**src/common/cnn_layer_pkg.sv**
```systemverilog
package cnn_layer_pkg;

	localparam int PIX_W = 8; // Grayscale pixel and activation

	// Frame geometry
	localparam int SIZE_W     = 12;
	localparam int DELAY_W    = 12;
	localparam int MAX_PIX    = 1024; // 32x32 frame
	localparam int PIX_ADDR_W = 10;

	// --------------------
	// Kernel shape and arithmetic
	localparam int N_CH     = 4;
	localparam int N_TAP    = 9;
	localparam int WT_W     = 8;  // Signed weight
	localparam int BIAS_W   = 16; // Signed bias
	localparam int ACC_W    = 24;
	localparam int BSHIFT_W = 5;
	localparam int ASHIFT_W = 3;
	localparam logic ACT_RELU = 1'b0; // act_type 1 is linear

	// Tap 0 upper left, raster order
	typedef logic [N_TAP-1:0][PIX_W-1:0] window_t;

	// Signed bytes, one row of taps per channel
	typedef logic [N_CH-1:0][N_TAP-1:0][WT_W-1:0] weights_t;

	typedef struct packed {
		logic [SIZE_W-1:0]   width;
		logic [SIZE_W-1:0]   height;
		logic [DELAY_W-1:0]  start_up;   // Idle cycles before row 0
		logic [DELAY_W-1:0]  hsync;      // Idle cycles after each row
		logic                act_type;
		logic [BSHIFT_W-1:0] bias_shift; // Left shift of bias
		logic [ASHIFT_W-1:0] act_shift;  // Right shift of sum
	} layer_cfg_t;

	// Power-up configuration, 8x8 ReLU
	localparam layer_cfg_t CFG_RESET = '{
		width:      12'd8,
		height:     12'd8,
		start_up:   12'd20,
		hsync:      12'd4,
		act_type:   1'b0,
		bias_shift: 5'd0,
		act_shift:  3'd0
	};
endpackage

```
**src/common/cnn_scan_if.sv**
```systemverilog
`timescale 1ns/10ps

// Raster position from scanner to window buffer
interface cnn_scan_if;
	logic                                 data_run; // One pixel per cycle
	logic [cnn_layer_pkg::SIZE_W-1:0]     row;
	logic [cnn_layer_pkg::SIZE_W-1:0]     col;
	logic [cnn_layer_pkg::PIX_ADDR_W-1:0] pix_idx;  // row*width+col

	modport master (
		output data_run, row, col, pix_idx
	);

	modport slave (
		input data_run, row, col, pix_idx
	);
endinterface

```
**src/rtl/cnn_scan_ctrl.sv**
```systemverilog
`timescale 1ns/10ps

module cnn_scan_ctrl (
	input  logic                      clk,
	input  logic                      rstn,
	input  cnn_layer_pkg::layer_cfg_t cfg_i,
	input  logic                      start_i,
	cnn_scan_if.master                scan
);

	typedef enum logic [1:0] {
		S_IDLE,
		S_STARTUP,
		S_ROW,
		S_HSYNC
	} state_t;

	state_t                               state_q;
	logic [cnn_layer_pkg::DELAY_W-1:0]    dly_cnt;  // Shared by start-up and hsync
	logic [cnn_layer_pkg::SIZE_W-1:0]     row_q;
	logic [cnn_layer_pkg::SIZE_W-1:0]     col_q;
	logic [cnn_layer_pkg::PIX_ADDR_W-1:0] pix_q;
	logic                                 last_col;
	logic                                 last_row;

	assign last_col = (col_q == cfg_i.width - 1'b1);
	assign last_row = (row_q == cfg_i.height - 1'b1);

	always_ff @(posedge clk or negedge rstn) begin
		if (!rstn) begin
			state_q <= S_IDLE;
			dly_cnt <= '0;
			row_q   <= '0;
			col_q   <= '0;
			pix_q   <= '0;
		end else begin
			case (state_q)
				S_IDLE: begin
					if (start_i) begin // Only seen here, busy ignores it
						row_q   <= '0;
						col_q   <= '0;
						pix_q   <= '0;
						dly_cnt <= 1;
						state_q <= (cfg_i.start_up == '0) ? S_ROW : S_STARTUP;
					end
				end
				S_STARTUP: begin
					if (dly_cnt == cfg_i.start_up)
						state_q <= S_ROW;
					else
						dly_cnt <= dly_cnt + 1'b1;
				end
				S_ROW: begin
					pix_q <= pix_q + 1'b1;
					if (last_col) begin
						col_q <= '0;
						if (last_row) begin
							state_q <= S_IDLE; // Frame complete
						end else begin
							row_q   <= row_q + 1'b1;
							dly_cnt <= 1;
							state_q <= (cfg_i.hsync == '0) ? S_ROW : S_HSYNC;
						end
					end else begin
						col_q <= col_q + 1'b1;
					end
				end
				S_HSYNC: begin
					if (dly_cnt == cfg_i.hsync)
						state_q <= S_ROW;
					else
						dly_cnt <= dly_cnt + 1'b1;
				end
				default: state_q <= S_IDLE;
			endcase
		end
	end

	assign scan.data_run = (state_q == S_ROW);
	assign scan.row      = row_q;
	assign scan.col      = col_q;
	assign scan.pix_idx  = pix_q;
endmodule

```
**src/flat_wrapper.sv**
```systemverilog
// flat-port wrapper written by rule: the top's interface ports become plain ports
module cnn_scan_ctrl_flat 
  (clk, rstn, cfg_i, start_i, scan_data_run, scan_row, scan_col, scan_pix_idx);
  cnn_scan_if scan_i ();
  input  logic clk;
  input  logic rstn;
  input  cnn_layer_pkg::layer_cfg_t cfg_i;
  input  logic start_i;
  output wire logic [$bits(scan_i.data_run)-1:0] scan_data_run;
  output wire logic [$bits(scan_i.row)-1:0] scan_row;
  output wire logic [$bits(scan_i.col)-1:0] scan_col;
  output wire logic [$bits(scan_i.pix_idx)-1:0] scan_pix_idx;
  assign scan_data_run = scan_i.data_run;
  assign scan_row = scan_i.row;
  assign scan_col = scan_i.col;
  assign scan_pix_idx = scan_i.pix_idx;
  cnn_scan_ctrl u_core (.clk(clk), .rstn(rstn), .cfg_i(cfg_i), .start_i(start_i), .scan(scan_i));
endmodule
```
**config.mk**
```make
export PLATFORM = sky130hd
export DESIGN_NAME = cnn_scan_ctrl_flat
export DESIGN_NICKNAME = d
export VERILOG_FILES = /design/src/common/cnn_layer_pkg.sv /design/src/common/cnn_scan_if.sv /design/src/rtl/cnn_scan_ctrl.sv /design/src/flat_wrapper.sv
export SDC_FILE = /design/constraint.sdc
export NUM_CORES = 1
export LEC_CHECK = 0
export BUFFER_PORTS_ARGS = -buffer_cell sky130_fd_sc_hd__buf_2
export CAP_MARGIN = 5
export CORE_ASPECT_RATIO = 0.75
export CORE_UTILIZATION = 30
export CTS_CLUSTER_DIAMETER = 100
export DETAILED_ROUTE_END_ITERATION = 10
export SKIP_CTS_REPAIR_TIMING = 1
export SYNTH_ARGS = -nofsm -noshare
export SYNTH_HDL_FRONTEND = slang
export SYNTH_SLANG_ARGS = --single-unit
```
**constraint.sdc**
```tcl
create_clock -name clk -period 3.5 [get_ports clk]
set_clock_uncertainty 0.1 [all_clocks]
set_input_delay 1.05 -clock clk [delete_from_list [all_inputs] [get_ports clk]]
set_output_delay 1.05 -clock clk [all_outputs]
set_load 0.01 [all_outputs]
```
## Yosys cells after proc, flatten, opt, wreduce, memory -nomap -nowiden

Index checks and enable logic that the tools add are counted.
Widths: inputs -> output; s select.

- Register bits after elaboration: 48
- Input port bits: 60
- Output and inout port bits: 35
- Logic and storage cells: 55

- Add/subtract/negate cells: 6
- Eq/ne operators: 14
- Mux-type cells: 22
- Reductions and logical operators: 8

Operators with widths:

| kind | count |
|---|---|
| $mux 12 | 9 |
| $eq 12x12->1 | 4 |
| $pmux 12 s2 | 2 |
| $pmux 12 s4 | 1 |
| $add 12x1->12 const B | 3 |
| $logic_not 12->1 | 2 |
| $sub 12x1->12 const B | 2 |
| $pmux 10 s2 | 1 |
| $mux 2 | 6 |
| $add 10x1->10 const B | 1 |
| $mux 10 | 1 |
| $ne 2x2->1 const B | 4 |
| $pmux 2 s4 | 1 |
| $reduce_and 4->1 | 2 |
| $ne 2x1->1 const B | 3 |
| $reduce_and 5->1 | 1 |
| $eq 2x2->1 const B | 2 |
| $eq 2x1->1 const B | 1 |
| $logic_not 2->1 | 1 |
| $reduce_and 2->1 | 1 |
| $reduce_bool 2->1 | 1 |
| $mux 1 | 1 |

## Longest topological paths before layout

Gate-level depths: netlist of run 1.

- Depth in word-level cells: 5
- Gate-level depth with buffers: 13
- Mapped depth without buffers: 11

## Worst setup path after synthesis of run 1

No wires, ideal clock.

- Path kind: input port to flip-flop
- From: in cfg_i[47] (netlist name)
- To: reg u_core.row_q, in the netlist u_core.scan.row[7]
- Library setup time: 120 ps
- Data arrival time: 3,748 ps
- Required time: 3,280 ps
- Path slack: -468 ps
- Stages on the path: 10
- Path buffers: 1
- Path through: buf_2 > nor4_4 > nand3_1 > xnor2_1 > or4_4 > nor3_1 > o21ai_4 > a2111oi_0 > a21oi_1 > a31o_2

- Word-level cells in the longest chain between the ends: 4

Ends and longest elaborated chain:

| element | RTL line | source |
|---|---|---|
| start: declaration | flat_wrapper.sv:7 | `input cnn_layer_pkg::layer_cfg_t cfg_i;` |
| $sub 12x1->12 | cnn_scan_ctrl.sv:26 | `assign last_col = (col_q == cfg_i.width - 1'b1);` |
| $eq 12x12->1 | cnn_scan_ctrl.sv:26 |  |
| $ne 2x1->1 (no source line) | - |  |
| $reduce_and 4->1 (no source line) | - |  |
| end signal: assignment | cnn_scan_ctrl.sv:60 | `row_q <= row_q + 1'b1;` |
| end: declaration | cnn_scan_ctrl.sv:20 | `logic [cnn_layer_pkg::SIZE_W-1:0] row_q;` |

No other way between the ends.
A chain may end at the register's enable or synchronous reset.

## Worst setup path in the final report of run 1

- From: in cfg_i[33] (netlist name)
- To: reg u_core.row_q, in the netlist u_core.scan.row[11]

- Word-level cells in the longest chain between the ends: 4

Ends and longest elaborated chain:

| element | RTL line | source |
|---|---|---|
| $sub 12x1->12 | cnn_scan_ctrl.sv:27 | `assign last_row = (row_q == cfg_i.height - 1'b1);` |
| $eq 12x12->1 | cnn_scan_ctrl.sv:27 |  |
| $ne 2x2->1 (no source line) | - |  |
| $reduce_and 4->1 (no source line) | - |  |

No other way between the ends.

==> results of run 1 <==
cell families after synthesis:
family	Yosys count	synth area share, %
and+or+nand+nor	196	28.7
DFF	48	31.7
buffers and inverters	38	4.59
muxes	3	0.792
adders and majority gates	6	1.98
xor gates and xnor gates	64	14.8
AOI/OAI and AO/OA	96	17.5
through the flow:
stage	util [%]	std cells	total power [mW]	cell area [um^2]
after floorplan	-	451	1.17	3910
after global placement	38.7	726	1.40	4760
after detailed placement	38.7	726	1.42	4760
after CTS	39.9	733	1.93	4910
after global routing	41.8	737	2.10	5150
final	41.8	737	1.97	5150
state kept, by name (all words and copies together), names as in the netlist:
name,cells
u_core.scan.row,12
u_core.scan.pix_idx,10
u_core.scan.col,12
u_core.dly_cnt,12
u_core.state_q,2
placed cells by master (no fill, tap or decap), types with 14 or more instances in the layout:
cell type	netlist	final
nand3_1	27	26
nor2_1	34	33
xnor2_1	38	36
dfrtp_1	48	48
nand2_1	38	37
o21ai_0	37	33
xor2_1	26	26
buf_2	1	81
and3_1	14	14
buf_4	2	41
layout make-up:
cell class              instances  area (um^2)
inverters                      16         62.6
fillers                      1196         7160
repair buffers                134          848
well taps                     166          208
clock buffers                   7          153
flip-flops and latches         48         1200
multi-input cells             366         2680
worst min path at each step:
stage,to,slack [ns]
floorplan,u_core.scan.pix_idx[9]$_DFFE_PN0P_,0.42
global placement,u_core.scan.pix_idx[7]$_DFFE_PN0P_,0.38
detailed placement,u_core.scan.pix_idx[9]$_DFFE_PN0P_,0.38
CTS,u_core.scan.pix_idx[9]$_DFFE_PN0P_,0.39
global route,u_core.scan.pix_idx[7]$_DFFE_PN0P_,0.45
finish,u_core.scan.pix_idx[9]$_DFFE_PN0P_,0.39
power groups by stage:
stage	Sequential (mW)	Clock [mW]	Combinational, mW
4_1_cts	0.769	0.515	0.643
6_report	0.772	0.500	0.697
5_1_grt	0.791	0.538	0.775
2_1_floorplan	0.739	0	0.435
3_5_place_dp	0.778	0	0.642
3_3_place_gp	0.774	0	0.621
cell usage after synthesis (4+ instances only):
cell,number,area share [%]
a211oi_1,9,1.8
a21oi_1,8,1.1
a31oi_1,6,0.99
and2_1,4,0.66
and3_1,14,2.3
clkbuf_1,15,1.5
dfrtp_1,48,32
ha_1,6,2.0
inv_1,16,1.6
nand2_1,38,3.8
nand2b_1,11,1.8
nand3_1,27,3.6
nand4_1,12,2.0
nor2_1,34,3.4
nor2b_1,6,0.99
nor3_1,9,1.2
nor4_1,12,2.0
o211ai_1,4,0.79
o21ai_0,37,4.9
or4_1,7,1.4
xnor2_1,38,8.8
xor2_1,26,6.0
layer usage:
layer  vias to the layer above  share of wire, %
met1                      1824                49
met4                         0               1.0
met5                         -                 0
li1                       1887                 -
met3                        11               4.3
met2                        77                45
==> impl_metrics.yaml, run 1 <==
global_routing:
  grt_usage_pct: 16.4
  antenna_found_initial: 0
  grt.overflow.total: 0
  grt_pass1_wl_um: 17500
  grtUsageMet1_pct: 23.5
  busiest_layer: "met2"
  grtUsageMet2_pct: 25.2
  grtUsageMet3_pct: 3.57
  first_global_vias: 3590
  grt_max_degree: 20
synth:
  synth_warnings: 0
  seq_area_frac_synth_pct: 31.7
  synthFlopType: "dfrtp_1"
  ys_ff_latch: 48
  syn_nets: 517
  ys_async_sr_fraction_pct: 100
  synthesis.area_mm2: 0.00379
  synth_edf_count: 0
  synth.avg_cell_area_um2: 8.40
  syn_inst: 451
  ys_types: 65
power_and_ir_drop:
  pwr-share-clk_pct: 25.4
  leakage_nw: 2.29
  p_int_mw: 1.26
  power.density_mw_per_mm2: 383
  ir_drop_mv: 0.213
  p_sw_share_pct: 36.2
  pwr-share-comb_pct: 35.4
  p_switching_mw: 0.713
  sequentialPowerShare_pct: 39.2
timing:
  fin_ws_ns: -0.0615
  rsz0062_at_grt: "true"
  hold_violations: 0
  tns_ns: -0.423
  period_minus_slack_ns: 3.56
  min_period_over_period_pct: 102
  worstMarginPinSlew_ns: 0.782
  fmax_mhz: 281
  slew_violations: 0
  setup_violations: 14
  hold_slack_ns: 0.388
  max_slew_margin_pct: 47.8
routing:
  antenna_left: 0
  drc: 0
  wl_um: 10700
  firstDrtPassIters: 4
  vias: 3799
  viasPerCell: 5.15
  wl_per_cell_um: 14.5
  drtIter0Drc: 189
cts:
  clock_latency_ns: 0.29
  cts_max_path_buffers: 2
  cts_buffers: 5
  htree_levels: 2
  clk_pin_slew_worst_paths_ns: 0.06
  tritoncts: "done"
  numClockSinks: 48
  root_buffer: "clkbuf_16"
floorplan:
  start_util_pct: 30.8
  num_rows: 35
  die_h_um: 99.3
  dieArea_mm2: 0.0131
  coreArea_mm2: 0.0123
  pin_count: 95
  die_w_um: 132
worst_setup_path:
  crit_chain: "clkbuf_4 > inv_2 > ha_4 > buf_4 > xnor2_2 > xnor2_1 > or4_1 > or4_4 > or3_4 > nand2_4 > buf_6 > nor4_4 > mux2i_1"
  end_kind: "register"
  reg2reg_slack_ns: 0.48
  cp.required_ns: 3.57
  crit_buf_inv: 4
  endpoint: "u_core.scan.row[11]$_DFFE_PN0P_"
  critPathLaunch: "cfg_i[33]"
  max_stage_delay_ns: 0.58
  r2r_end: "u_core.scan.row[11]$_DFFE_PN0P_"
  startpoint_type: "input port"
  crit_slowest_cell: "or4_4"
  arrival_ns: 3.63
  reg2reg_depth: 10
  r2r_start: "u_core.scan.row[11]$_DFFE_PN0P_"
  crit_fanout: 7
  cp_top_family: "simple AND/OR/NAND/NOR gates"
  critPathKind: "input port to register"
  path_depth: 13
hold_path:
  hold_start: "u_core.scan.pix_idx[9]$_DFFE_PN0P_"
  min_path_cells: 1
  hp-class: "register to register"
final_layout:
  nets: 637
  area_growth_pct: 35.9
  n_antenna_cell: 0
  drive_gt1_share_pct: 33.8
placed_design:
  hpwlAfterDp_um: 8010
  io_buffers: 85
  pre_cts_ws_ns: -0.437
  place.gp.congestion: 0.918
status:
  violations: "negative setup slack"
  status: "finished with violations"
job:
  maxCapViolCount: 0
(Power assumes the default switching activity.)
==> run 2, diff against run 1 <==
--- a/config.mk
+++ b/config.mk
@@ -5,7 +5,7 @@
 export SDC_FILE = /design/constraint.sdc
 export NUM_CORES = 1
 export LEC_CHECK = 0
-export BUFFER_PORTS_ARGS = -buffer_cell sky130_fd_sc_hd__buf_2
+export BUFFER_PORTS_ARGS = -buffer_cell sky130_fd_sc_hd__buf_4
 export CAP_MARGIN = 5
 export CORE_ASPECT_RATIO = 0.75
 export CORE_UTILIZATION = 30
==> impl_metrics.yaml, run 2 (synthesis gave the netlist of run 1 again) <==
timing:
  min_period_over_period_pct: 99.1
  hold_violations: 0
  worstMarginPinSlew_ns: 0.655
  fmax_mhz: 288
  max_slew_margin_pct: 56.0
  rsz0062_at_grt: "true"
  slew_violations: 0
  period_minus_slack_ns: 3.47
  fin_ws_ns: 0.0322
  setup_violations: 0
status:
  status: "completed"
cts:
  root_buffer: "clkbuf_16"
  htree_levels: 2
  clock_latency_ns: 0.30
  cts_max_path_buffers: 2
  numClockSinks: 48
  tritoncts: "done"
  cts_buffers: 5
  clk_pin_slew_worst_paths_ns: 0.06
routing:
  antenna_left: 0
  drtIter0Drc: 218
  drc: 0
  wl_per_cell_um: 14.6
  firstDrtPassIters: 6
  vias: 3801
  viasPerCell: 5.18
  wl_um: 10700
worst_setup_path:
  cp.required_ns: 3.61
  crit_chain: "buf_12 > buf_6 > or3_4 > o311ai_4 > o311a_1 > nor2_2 > or4_4 > or3_4 > nand2_4 > buf_6 > o21ai_2 > a21oi_1"
  max_stage_delay_ns: 0.57
  startpoint_type: "input port"
  reg2reg_depth: 9
  cp_top_family: "simple AND/OR/NAND/NOR gates"
  path_depth: 12
  crit_slowest_cell: "or4_4"
  crit_buf_inv: 3
  crit_fanout: 5
  end_kind: "register"
  arrival_ns: 3.58
  critPathKind: "input port to register"
power_and_ir_drop:
  finalPower_mw: 1.94
  p_switching_mw: 0.703
  leakage_nw: 2.30
  p_sw_share_pct: 36.2
  pwr-share-clk_pct: 24.0
  sequentialPowerShare_pct: 39.8
  ir_drop_mv: 0.204
  power.density_mw_per_mm2: 366
  p_int_mw: 1.24
  pwr-share-comb_pct: 36.2
floorplan:
  pin_count: 95
  die_h_um: 99.3
  coreArea_mm2: 0.0123
  start_util_pct: 30.8
  num_rows: 35
  die_w_um: 132
  dieArea_mm2: 0.0131
final_layout:
  layout_common_cells: "buf_4, dfrtp_1, nand2_1, xnor2_1"
  area_growth_pct: 40.0
  drive_gt1_share_pct: 32.7
  multiInputGateArea_mm2: 0.00266
  n_antenna_cell: 0
  nets: 634
  mostFrequentLayoutCell: "buf_4"
  seq_area_mm2: 0.00120
  fin_area_mm2: 0.00531
  num-fill-cells: 1212
  finalNonFillerCells: 734
placed_design:
  hpwlAfterDp_um: 8080
  pre_cts_ws_ns: -0.449
  place.gp.congestion: 0.866
  io_buffers: 85
  place_inst: 724
  placed_cell_area_mm2: 0.00496
job:
  maxCapViolCount: 0
global_routing:
  grt_max_degree: 49
  grt.overflow.total: 0
  first_global_vias: 3577
  antenna_found_initial: 0
  grt_pass1_wl_um: 17700
  grt_usage_pct: 16.6
hold_path:
  hp-class: "register to register"
  min_path_cells: 1
run 2: layout make-up:
cell class              count  share of cell area, %
clock buffers               6                   2.43
flip-flops and latches     48                   22.6
clock inverters             1                 0.0943
well taps                 166                   3.92
multi-input cells         366                   50.1
repair buffers            131                   19.6
inverters                  16                   1.23
run 2: power by group through the flow:
stage	registers, mW	clock network, mW	logic [mW]
global route	0.793	0.495	0.779
floorplan	0.739	0	0.435
global placement	0.776	0	0.653
detailed placement	0.781	0	0.669
CTS	0.771	0.477	0.672
finish	0.774	0.467	0.704
run 2: path summary, 6_finish.rpt:
path	slack, ns	endpoint	from
min reg2reg	0.41	u_core.scan.pix_idx[9]$_DFFE_PN0P_	u_core.scan.pix_idx[9]$_DFFE_PN0P_
max in group asynchronous	2.19	u_core.scan.row[0]$_DFFE_PN0P_	rstn
min in group asynchronous	0.66	u_core.dly_cnt[6]$_DFFE_PN0P_	rstn
min	0.41	u_core.scan.pix_idx[9]$_DFFE_PN0P_	u_core.scan.pix_idx[9]$_DFFE_PN0P_
max reg2reg	0.53	u_core.scan.row[10]$_DFFE_PN0P_	u_core.scan.col[4]$_DFFE_PN0P_
max	0.03	u_core.scan.row[2]$_DFFE_PN0P_	cfg_i[33]
run 2: worst reg2reg max path, delay by kind of cell, from the launching register on:
kind	cells	cell delay [ns]
flops	1	0.44
xor+xnor	1	0.29
mux	1	0.13
compound gates	2	0.33
simple gates	5	1.55
run 2: through the flow:
| stage | setup TNS [ns] | hold WS [ns] | utilization (%) |
|---|---|---|---|
| 6_report | 0 | 0.407 | 43.1 |
| 5_1_grt | -0.193 | 0.442 | 43.1 |
| 3_3_place_gp | -7.32 | 0.390 | 40.3 |
| 3_5_place_dp | -8.57 | 0.401 | 40.3 |
| 2_1_floorplan | -3.36 | 0.422 | - |
| 4_1_cts | -1.60 | 0.416 | 41.4 |
run 2: metal layers:
metal	global-route usage, %	vias to the layer above	share of wire [%]
li1	-	1875	-
met1	23.2	1837	50
met2	25.8	80	45
met3	3.98	9	4.7
met4	3.58	0	0.71
met5	0	-	0
