## config.mk

```make
export PLATFORM = sky130hd
export DESIGN_NAME = cnn_ahb_regs
export DESIGN_NICKNAME = d
export VERILOG_FILES = /design/src/common/cnn_bus_pkg.sv /design/src/common/cnn_layer_pkg.sv /design/src/rtl/cnn_ahb_regs.sv
export SDC_FILE = /design/constraint.sdc
export NUM_CORES = 1
export LEC_CHECK = 0
export BUFFER_PORTS_ARGS = -buffer_cell sky130_fd_sc_hd__buf_4
export CAP_MARGIN = 20
export CORE_MARGIN = 2
export CORE_UTILIZATION = 40
export CTS_BUF_LIST = sky130_fd_sc_hd__clkbuf_4
export CTS_CLUSTER_DIAMETER = 200
export DETAILED_ROUTE_END_ITERATION = 12
export GPL_TIMING_DRIVEN = 0
export PLACE_DENSITY = 0.74
export SLEW_MARGIN = 20
export SYNTH_ARGS = -nofsm -noshare
export SYNTH_HDL_FRONTEND = slang
export SYNTH_SLANG_ARGS = --single-unit
```

## constraint.sdc

```tcl
create_clock -name clk -period 6.15 [get_ports clk]
set_clock_uncertainty 0.05 [all_clocks]
set_input_delay 0.9225 -clock clk [delete_from_list [all_inputs] [get_ports clk]]
set_output_delay 0.9225 -clock clk [all_outputs]
set_load 0.05 [all_outputs]
```

## src/common/cnn_bus_pkg.sv

```systemverilog
package cnn_bus_pkg;

	// Bus widths
	localparam int ADDR_W = 32;
	localparam int DATA_W = 32;

	// --------------------
	// AHB-lite codes
	localparam int TRANS_W = 2;
	localparam logic [TRANS_W-1:0] TRANS_NONSEQ = 2'b10;
	localparam logic [TRANS_W-1:0] TRANS_SEQ    = 2'b11;
	localparam int RESP_W = 2;
	localparam logic [RESP_W-1:0] RESP_OKAY = 2'b00;

	// --------------------
	// Register map, word index in HADDR[REG_W+1:2]
	localparam int REG_W    = 5;
	localparam int WORD_LSB = 2; // Byte offset within a word
	localparam logic [REG_W-1:0] REG_WIDTH_HEIGHT = 5'd0;
	localparam logic [REG_W-1:0] REG_DELAYS       = 5'd1;
	localparam logic [REG_W-1:0] REG_LAYER_CFG    = 5'd2;
	localparam logic [REG_W-1:0] REG_START        = 5'd3;
	localparam logic [REG_W-1:0] REG_DONE         = 5'd4;
	localparam logic [REG_W-1:0] REG_BIAS01       = 5'd5;
	localparam logic [REG_W-1:0] REG_BIAS23       = 5'd6;
	localparam logic [REG_W-1:0] REG_WEIGHT0      = 5'd8; // Nine tap words follow

	// Field positions inside the words
	localparam int HEIGHT_LSB = 16;
	localparam int BSHIFT_LSB = 8;
	localparam int ASHIFT_LSB = 13;

	localparam int IMG_SEL_BIT = 12; // Set selects image memory
endpackage

```

## src/common/cnn_layer_pkg.sv

```systemverilog
package cnn_layer_pkg;

	localparam int PIX_W = 8; // Grayscale pixel and activation

	// Frame geometry
	localparam int SIZE_W     = 12;
	localparam int DELAY_W    = 12;
	localparam int MAX_PIX    = 1024; // 32x32 frame
	localparam int PIX_ADDR_W = 10;

	// --------------------
	// Kernel shape and arithmetic
	localparam int N_CH     = 4;
	localparam int N_TAP    = 9;
	localparam int WT_W     = 8;  // Signed weight
	localparam int BIAS_W   = 16; // Signed bias
	localparam int ACC_W    = 24;
	localparam int BSHIFT_W = 5;
	localparam int ASHIFT_W = 3;
	localparam logic ACT_RELU = 1'b0; // act_type 1 is linear

	// Tap 0 upper left, raster order
	typedef logic [N_TAP-1:0][PIX_W-1:0] window_t;

	// Signed bytes, one row of taps per channel
	typedef logic [N_CH-1:0][N_TAP-1:0][WT_W-1:0] weights_t;

	typedef struct packed {
		logic [SIZE_W-1:0]   width;
		logic [SIZE_W-1:0]   height;
		logic [DELAY_W-1:0]  start_up;   // Idle cycles before row 0
		logic [DELAY_W-1:0]  hsync;      // Idle cycles after each row
		logic                act_type;
		logic [BSHIFT_W-1:0] bias_shift; // Left shift of bias
		logic [ASHIFT_W-1:0] act_shift;  // Right shift of sum
	} layer_cfg_t;

	// Power-up configuration, 8x8 ReLU
	localparam layer_cfg_t CFG_RESET = '{
		width:      12'd8,
		height:     12'd8,
		start_up:   12'd20,
		hsync:      12'd4,
		act_type:   1'b0,
		bias_shift: 5'd0,
		act_shift:  3'd0
	};
endpackage

```

## src/rtl/cnn_ahb_regs.sv

```systemverilog
`timescale 1ns/10ps

module cnn_ahb_regs (
	input  logic                                      clk,
	input  logic                                      rstn,
	input  logic                                      hsel_i,
	input  logic                                      hready_i,
	input  logic [cnn_bus_pkg::TRANS_W-1:0]           htrans_i,
	input  logic                                      hwrite_i,
	input  logic [cnn_bus_pkg::ADDR_W-1:0]            haddr_i,
	input  logic [cnn_bus_pkg::DATA_W-1:0]            hwdata_i,
	input  logic                                      frame_done_i,
	output logic                                      hready_o,
	output logic [cnn_bus_pkg::RESP_W-1:0]            hresp_o,
	output logic [cnn_bus_pkg::DATA_W-1:0]            hrdata_o,
	output cnn_layer_pkg::layer_cfg_t                 cfg_o,
	output cnn_layer_pkg::weights_t                   weights_o,
	output logic [cnn_layer_pkg::N_CH-1:0][cnn_layer_pkg::BIAS_W-1:0] bias_o,
	output logic                                      start_o,
	output logic                                      img_we_o,
	output logic [cnn_layer_pkg::PIX_ADDR_W-1:0]      img_addr_o,
	output logic [cnn_layer_pkg::PIX_W-1:0]           img_data_o
);

	logic [cnn_bus_pkg::REG_W-1:0]         q_sel;   // Latched word index
	logic                                  q_wr;    // Write in data phase
	logic                                  q_img;   // Image memory target
	logic [cnn_layer_pkg::PIX_ADDR_W-1:0]  q_pix;
	logic                                  addr_ok;
	logic                                  reg_wr;
	logic                                  is_wt;
	logic [cnn_bus_pkg::REG_W-1:0]         tap_sel;
	cnn_layer_pkg::layer_cfg_t             cfg_q;
	cnn_layer_pkg::weights_t               weights_q;
	logic [cnn_layer_pkg::N_CH-1:0][cnn_layer_pkg::BIAS_W-1:0] bias_q;
	logic                                  start_q;
	logic                                  done_q;

	// --------------------
	// Address phase
	assign addr_ok = hsel_i & hready_i &
		((htrans_i == cnn_bus_pkg::TRANS_NONSEQ) || (htrans_i == cnn_bus_pkg::TRANS_SEQ));

	always_ff @(posedge clk or negedge rstn) begin
		if (!rstn) begin
			q_sel <= '0;
			q_wr  <= 1'b0;
			q_img <= 1'b0;
			q_pix <= '0;
		end else if (addr_ok) begin
			q_sel <= haddr_i[cnn_bus_pkg::WORD_LSB +: cnn_bus_pkg::REG_W];
			q_wr  <= hwrite_i;
			q_img <= haddr_i[cnn_bus_pkg::IMG_SEL_BIT];
			q_pix <= haddr_i[cnn_bus_pkg::WORD_LSB +: cnn_layer_pkg::PIX_ADDR_W];
		end else begin
			q_wr <= 1'b0; // Idle or busy transfer
		end
	end

	assign reg_wr  = q_wr & ~q_img;
	assign tap_sel = q_sel - cnn_bus_pkg::REG_WEIGHT0;
	assign is_wt   = (q_sel >= cnn_bus_pkg::REG_WEIGHT0) &&
		(q_sel < cnn_bus_pkg::REG_WEIGHT0 + cnn_layer_pkg::N_TAP);

	// --------------------
	// Data phase writes
	always_ff @(posedge clk or negedge rstn) begin
		if (!rstn) begin
			cfg_q   <= cnn_layer_pkg::CFG_RESET;
			start_q <= 1'b0;
			done_q  <= 1'b0;
		end else begin
			start_q <= reg_wr && (q_sel == cnn_bus_pkg::REG_START) && hwdata_i[0];
			if (start_q)
				done_q <= 1'b0;
			else if (frame_done_i)
				done_q <= 1'b1; // Sticky until next START
			if (reg_wr) begin
				case (q_sel)
					cnn_bus_pkg::REG_WIDTH_HEIGHT: begin
						cfg_q.width  <= hwdata_i[0 +: cnn_layer_pkg::SIZE_W];
						cfg_q.height <= hwdata_i[cnn_bus_pkg::HEIGHT_LSB +: cnn_layer_pkg::SIZE_W];
					end
					cnn_bus_pkg::REG_DELAYS: begin
						cfg_q.start_up <= hwdata_i[0 +: cnn_layer_pkg::DELAY_W];
						cfg_q.hsync    <= hwdata_i[cnn_layer_pkg::DELAY_W +: cnn_layer_pkg::DELAY_W];
					end
					cnn_bus_pkg::REG_LAYER_CFG: begin
						cfg_q.act_type   <= hwdata_i[0];
						cfg_q.bias_shift <= hwdata_i[cnn_bus_pkg::BSHIFT_LSB +: cnn_layer_pkg::BSHIFT_W];
						cfg_q.act_shift  <= hwdata_i[cnn_bus_pkg::ASHIFT_LSB +: cnn_layer_pkg::ASHIFT_W];
					end
					default: ;
				endcase
			end
		end
	end

	// Kernel coefficients, written before START
	always_ff @(posedge clk) begin
		if (reg_wr && (q_sel == cnn_bus_pkg::REG_BIAS01)) begin
			bias_q[0] <= hwdata_i[0 +: cnn_layer_pkg::BIAS_W];
			bias_q[1] <= hwdata_i[cnn_layer_pkg::BIAS_W +: cnn_layer_pkg::BIAS_W];
		end
		if (reg_wr && (q_sel == cnn_bus_pkg::REG_BIAS23)) begin
			bias_q[2] <= hwdata_i[0 +: cnn_layer_pkg::BIAS_W];
			bias_q[3] <= hwdata_i[cnn_layer_pkg::BIAS_W +: cnn_layer_pkg::BIAS_W];
		end
		if (reg_wr && is_wt) begin
			for (int c = 0; c < cnn_layer_pkg::N_CH; c++)
				weights_q[c][tap_sel] <= hwdata_i[c*cnn_layer_pkg::WT_W +: cnn_layer_pkg::WT_W];
		end
	end

	// --------------------
	// Readback, zero for reserved bits
	always_comb begin
		hrdata_o = '0;
		if (!q_img) begin
			case (q_sel)
				cnn_bus_pkg::REG_WIDTH_HEIGHT: begin
					hrdata_o[0 +: cnn_layer_pkg::SIZE_W] = cfg_q.width;
					hrdata_o[cnn_bus_pkg::HEIGHT_LSB +: cnn_layer_pkg::SIZE_W] = cfg_q.height;
				end
				cnn_bus_pkg::REG_DELAYS: begin
					hrdata_o[0 +: cnn_layer_pkg::DELAY_W] = cfg_q.start_up;
					hrdata_o[cnn_layer_pkg::DELAY_W +: cnn_layer_pkg::DELAY_W] = cfg_q.hsync;
				end
				cnn_bus_pkg::REG_LAYER_CFG: begin
					hrdata_o[0] = cfg_q.act_type;
					hrdata_o[cnn_bus_pkg::BSHIFT_LSB +: cnn_layer_pkg::BSHIFT_W] = cfg_q.bias_shift;
					hrdata_o[cnn_bus_pkg::ASHIFT_LSB +: cnn_layer_pkg::ASHIFT_W] = cfg_q.act_shift;
				end
				cnn_bus_pkg::REG_DONE:   hrdata_o[0] = done_q;
				cnn_bus_pkg::REG_BIAS01: hrdata_o = {bias_q[1], bias_q[0]};
				cnn_bus_pkg::REG_BIAS23: hrdata_o = {bias_q[3], bias_q[2]};
				default: begin
					if (is_wt) begin
						for (int c = 0; c < cnn_layer_pkg::N_CH; c++)
							hrdata_o[c*cnn_layer_pkg::WT_W +: cnn_layer_pkg::WT_W] =
								weights_q[c][tap_sel];
					end
				end
			endcase
		end
	end

	assign hready_o   = 1'b1; // Zero wait states
	assign hresp_o    = cnn_bus_pkg::RESP_OKAY;
	assign cfg_o      = cfg_q;
	assign weights_o  = weights_q;
	assign bias_o     = bias_q;
	assign start_o    = start_q;
	assign img_we_o   = q_wr & q_img;
	assign img_addr_o = q_pix;
	assign img_data_o = hwdata_i[cnn_layer_pkg::PIX_W-1:0]; // Low byte only
endmodule

```

# Word level (Yosys, flattened, before mapping)
# Cells that the tools add are included.
op_classes:
  mux: 26
  n_addsub: 1
  bitwise_logic: 5
  eq_ne: 8
  n_lt_le_gt_ge: 4
  n_reduce_logical: 17
op_table:
  columns: ["cell", "n"]
  rows:
  - ["$bwmux 72", 4]
  - ["$bmux 8 s4", 4]
  - ["$mux 32", 2]
  - ["$mux 8", 5]
  - ["$pmux 8 s5", 1]
  - ["$pmux 7 s5", 1]
  - ["$demux 8 s4", 1]
  - ["$pmux 4 s6", 1]
  - ["$pmux 4 s5", 1]
  - ["$pmux 4 s4", 1]
  - ["$eq 5x3->1 const B", 3]
  - ["$pmux 4 s3", 1]
  - ["$eq 5x2->1 const B", 2]
  - ["$lt 5x5->1 const B", 2]
  - ["$logic_and 1x1->1", 7]
  - ["$pmux 1 s6", 1]
  - ["$reduce_and 2->1", 3]
  - ["$eq 5x1->1 const B", 1]
  - ["$ge 5x1->1 const B", 1]
  - ["$ge 5x4->1 const B", 1]
  - ["$logic_not 5->1", 1]
  - ["$sub 5x4->5 const B", 1]
  - ["$and 1x1->1", 4]
  - ["$eq 2x2->1 const B", 2]
  - ["other kinds (7)", 10]
totals:
  output_inout_bits: 464
  register_bits: 428
  word_cells: 114
  input_bits: 72

# Depth between registers and ports, before layout
depth:
  word_depth: 6
  ltp_mapped: 9
  depth_no_buf: 6

# Worst setup path after synthesis
# OpenSTA, ideal clock, no wires.
synth_path:
  kind: "flip-flop to flip-flop"
  startpoint: "reg q_sel[3] (netlist bit)"
  endpoint: "reg weights_q, in the netlist weights_o[0], enable pin"
  n_path_buf: 3
  slack_ps: 912
  synth_period_minus_slack_ps: 5238
  path_stages_with_launch: 9
  setup_ps: 461
  arrival_ps: 4727
  required_time_ps: 5639
  path_cell_list: "dfrtp_1 clkbuf_1 clkbuf_1 inv_1 ha_1 a221o_1 buf_6 or3_1 nor3_1"
synth_via:
  elab_chain_len: 3
synth_lines:
  columns: ["item", "line_no", "source"]
  rows:
  - ["from (decl)", "cnn_ahb_regs.sv:25", "logic [cnn_bus_pkg::REG_W-1:0] q_sel;"]
  - ["from (signal assigned)", "cnn_ahb_regs.sv:51", "q_sel <= haddr_i[cnn_bus_pkg::WORD_LSB +: cnn_bus_pkg::REG_W];"]
  - ["$ge 5x4->1 or $lt 5x5->1 (tied branches)", "cnn_ahb_regs.sv:62, cnn_ahb_regs.sv:63", null]
  - ["$logic_and 1x1->1 *", "cnn_ahb_regs.sv:62", "assign is_wt = (q_sel >= cnn_bus_pkg::REG_WEIGHT0) &&"]
  - ["$logic_and 1x1->1 *", "cnn_ahb_regs.sv:109", "if (reg_wr && is_wt) begin"]
  - ["to (signal, indexed assignment)", "cnn_ahb_regs.sv:111", "weights_q[c][tap_sel] <= hwdata_i[c*cnn_layer_pkg::WT_W +: cnn_layer_pkg::WT_W];"]
  - ["to (decl)", "cnn_ahb_regs.sv:34", "cnn_layer_pkg::weights_t weights_q;"]
# Mark *: on every way between the ends. The rest lies on a longest branch, timed or not.
# A chain may end at the register's enable or synchronous reset.

# Worst setup path after layout
layout_path:
  startpoint: "reg q_sel[3] (netlist bit)"
  endpoint: "out hrdata_o[4] (netlist bit)"
layout_via:
  elab_chain_len: 6
layout_lines:
  columns: ["item", "line_no", "source"]
  rows:
  - ["$sub 5x4->5", "cnn_ahb_regs.sv:61", "assign tap_sel = q_sel - cnn_bus_pkg::REG_WEIGHT0;"]
  - ["$bmux 8 s4", "cnn_ahb_regs.sv:141", "weights_q[c][tap_sel];"]
  - ["$mux 8 (implied by the code)", "cnn_ahb_regs.sv:141", null]
  - ["$mux 32", "cnn_ahb_regs.sv:138", "if (is_wt) begin"]
  - ["$pmux 7 s5 *", "cnn_ahb_regs.sv:120", "case (q_sel)"]
  - ["$mux 32 *", "cnn_ahb_regs.sv:119", "if (!q_img) begin"]
  - ["to (decl)", "cnn_ahb_regs.sv:15", "output logic [cnn_bus_pkg::DATA_W-1:0] hrdata_o,"]
# Mark *: on every way between the ends. The rest lies on a longest branch, timed or not. The select of a mux whose other input is x is not followed.

==> impl_metrics.py <==
metrics = {
    "synth": {
        "synth_edf_count": 352,
        "async_reset_ff_share_pct": 16.8,
        "ys_ff_latch": 423,
        "synth_area_leader_cell": "edfxtp_1",
        "synth_area_um2": 17100,
        "yosysTopAreaCellShare_pct": 61.7,
        "ys_seq_area_share_pct": 72.1,
        "avgSynthCellArea_um2": 18.0,
        "synth.distinct_cells": 53,
        "ys_top_cells_by_area": "edfxtp_1 62%, mux2_2 11%, dfrtp_1 9.6%",
        "netlist_instances": 953,
        "dominantRegCellSynth": "edfxtp_1",
        "ys_warn_count": 0,
    },
    "power_and_ir_drop": {
        "power_density_nw_per_um2": 316,
        "power_frac_comb_pct": 22.9,
        "power.internal_uw": 5100,
        "switching_share_pct": 32.2,
        "p_leak_uw": 0.00939,
        "vdd_drop_max_v": 0.000266,
        "switchingPower_uw": 2420,
        "seqPwrFrac_pct": 43.4,
        "power_frac_clock_pct": 33.7,
    },
    "placed_design": {
        "post-dp-hpwl_mm": 49.0,
        "dp.cells": 2039,
        "dpl_cell_area_um2": 22300,
        "port_buffers": 510,
        "place_congestion": 0.852,
    },
    "sta": {
        "finalHoldViolations": 0,
        "slew_viol_final": 0,
        "setup_viol": 0,
        "min_period_ps": 5810,
        "holdWs_ps": 74.1,
        "fmax_ghz": 0.172,
        "tightest_slew_ps": 1140,
        "slew_headroom_pct": 23.7,
        "fin_crit_sh_pct": 94.4,
        "rsz0062_at_grt": "false",
        "fin_setup_tns_ps": 0,
    },
    "routing": {
        "drc": 0,
        "dr.pass1.iters": 5,
        "num_vias": 12700,
        "viasPerCell": 5.67,
        "drt-total-wl_mm": 66.8,
        "antenna_left": 0,
        "first_iter_violations": 1086,
        "wl_per_cell_um": 29.7,
    },
    "setup_path": {
        "cp.required_ps": 5180,
        "critPathLaunchType": "register",
        "cp_top_family": "buffers and inverters",
        "crit_type": "reg2out",
        "crit_arrival_ps": 4830,
        "crit_chain": "clkbuf_1 -> clkbuf_1 -> inv_1 -> ha_1 -> a221o_1 -> buf_6 -> nor3_4 -> buf_2 -> a221o_1 -> buf_4",
        "path_buf_inv": 6,
        "max_stage_delay_ps": 530,
        "r2r-start": "q_sel[3]",
        "crit_path_end_kind": "primary output",
        "path_max_fanout": 10,
        "startpoint": "q_sel[3]",
        "slowest_stage": "clkbuf_1",
    },
    "floorplan": {
        "fp.dieW_um": 211,
        "num_rows": 75,
        "dieArea_um2": 44500,
        "pin_count": 536,
        "initial_utilization_pct": 40.6,
        "die_height_um": 211,
        "core_region_area_um2": 42100,
    },
    "final_layout": {
        "fin_nets": 1689,
        "fin_cells": 2247,
        "fillers": 3381,
        "drive_above_1_share_pct": 58.4,
        "regArea_um2": 12400,
        "multiInputGateArea_um2": 4500,
        "fin_area_um2": 23800,
        "area_delta_synth_final_pct": 38.8,
        "post-route-util_pct": 56.4,
    },
    "hold_path": {
        "min_path_type": "in2async",
    },
    "cts": {
        "tritoncts.num_buffers": 111,
        "cts_buffer_depth": 3,
        "clock_latency_ps": 820,
        "cts_tree": "done",
        "postCtsSetupBuffers": 0,
        "clock-root-buffer": "clkbuf_4",
        "clk_pin_slew_ps": 70,
        "cts-htree-levels": 3,
        "clock_sinks": 423,
    },
    "global_route": {
        "grt_pass1_wl_mm": 92.8,
        "antenna_found_initial": 3,
        "track_usage_pct": 29.7,
        "grt_pass1_vias": 13200,
        "grt_max_degree": 72,
        "grt_remaining_overflow": 0,
    },
    "outcome": {
        "status": "complete, no violations",
    },
    "run": {
        "drv_cap": 0,
    },
}
synthesized netlist by cell type (7+ instances only):
library cell / count
buf_1: 7
nand3_1: 25
clkbuf_1: 33
a221o_1: 19
buf_2: 17
or3_1: 7
nand2_1: 12
a21oi_1: 36
mux4_2: 36
a211oi_1: 7
mux2_2: 166
a221oi_1: 11
nor2_1: 13
o221ai_1: 12
o22ai_1: 16
a32oi_1: 15
edfxtp_1: 352
buf_4: 13
dfrtp_1: 66
area by class of cell:
type / count / share of cell area, %
Inverter: 4 / 0.0632
Buffer: 73 / 1.53
Clock buffer: 177 / 5.59
Sequential cell: 423 / 52.0
Timing Repair Buffer: 546 / 18.4
Antenna cell: 3 / 0.0316
Clock inverter: 28 / 0.663
Multi-Input combinational cell: 454 / 18.9
Tap cell: 539 / 2.84
cell families (layout without fill, tap and decap cells):
kind of cell,after synthesis,in the layout,synth area share [%]
multiplexers,207,207,15.9
flip-flops,423,423,72.1
buffers and inverters,77,828,2.19
AND/OR/NAND/NOR,93,93,3.08
adder cells (fa/ha/maj),4,4,0.292
AO/OA/AOI/OAI,147,147,6.31
other,2,6,0.0439
metrics by stage:
step	worst slack (ps)	power (uW)
global placement	-2440	5000
CTS	164	7560
floorplan	912	4380
finish	343	7520
global route	197	7800
detailed placement	1110	5040
worst paths after layout:
kind                                 end  slack (ps)  cells past startpoint
setup / recovery             hrdata_o[4]         340                     10
hold / removal             img_addr_o[8]          70                      1
setup reg to reg           weights_o[75]        1510                     11
hold reg to reg                   done_q         420                      1
max in group asynchronous      cfg_o[30]        5390                      1
min in group clk                    q_wr         270                      3
power by group through the flow:
stage / Sequential (uW) / Combinational, uW / Clock (uW)
floorplan: 3570 / 811 / 0
global placement: 3310 / 1680 / 0
detailed placement: 3320 / 1720 / 0
CTS: 3260 / 1720 / 2580
global route: 3270 / 1790 / 2740
finish: 3260 / 1720 / 2540
metal layers:
| layer | share of wire [%] | wire length [um] | track usage [%] |
|---|---|---|---|
| met1 | 38 | 25500 | 36.6 |
| met2 | 49 | 32500 | 48.4 |
| met3 | 9.7 | 6470 | 9.02 |
| met4 | 3.4 | 2300 | 13.0 |
| met5 | 0 | 0 | 0 |
placed cells by master, fill, tap and decap left out, drive strengths merged, types with 4 or more instances in the layout:
cell type	count
clkbuf	211
a21o	4
a32oi	15
a221oi	11
a211oi	7
nor2	15
a221o	19
nand2b	5
ha	4
mux2i	4
clkinv	24
o21ai	6
a21oi	36
mux4	36
o22ai	16
edfxtp	352
mux2	167
o21a	6
nand3	25
a22oi	6
dfstp	5
buf	585
dfrtp	66
nand2	12
inv	4
nor3	10
or3	8
o221ai	12
worst register-to-register path, cell delays in order (launching register included):
cell	delay, ps
dfrtp_1	500
clkbuf_1	370
clkbuf_1	530
inv_1	320
ha_1	290
a221o_1	380
buf_6	180
or3_1	540
nor3_2	470
buf_4	300
buf_6	180
buf_4	220
registers in the layout (all words and copies together), names as in the netlist:
signal      flops
q_img           1
cfg_o          57
img_addr_o      6
weights_o     288
q_sel           4
start_o         1
done_q          1
bias_o         64
q_wr            1
timing repair:
action	4_1_cts	5_1_grt
gates resized for setup	0	1
endpoints found under the setup margin	0	1
hold buffers	0	0
Power figures use the tool's default switching activity.
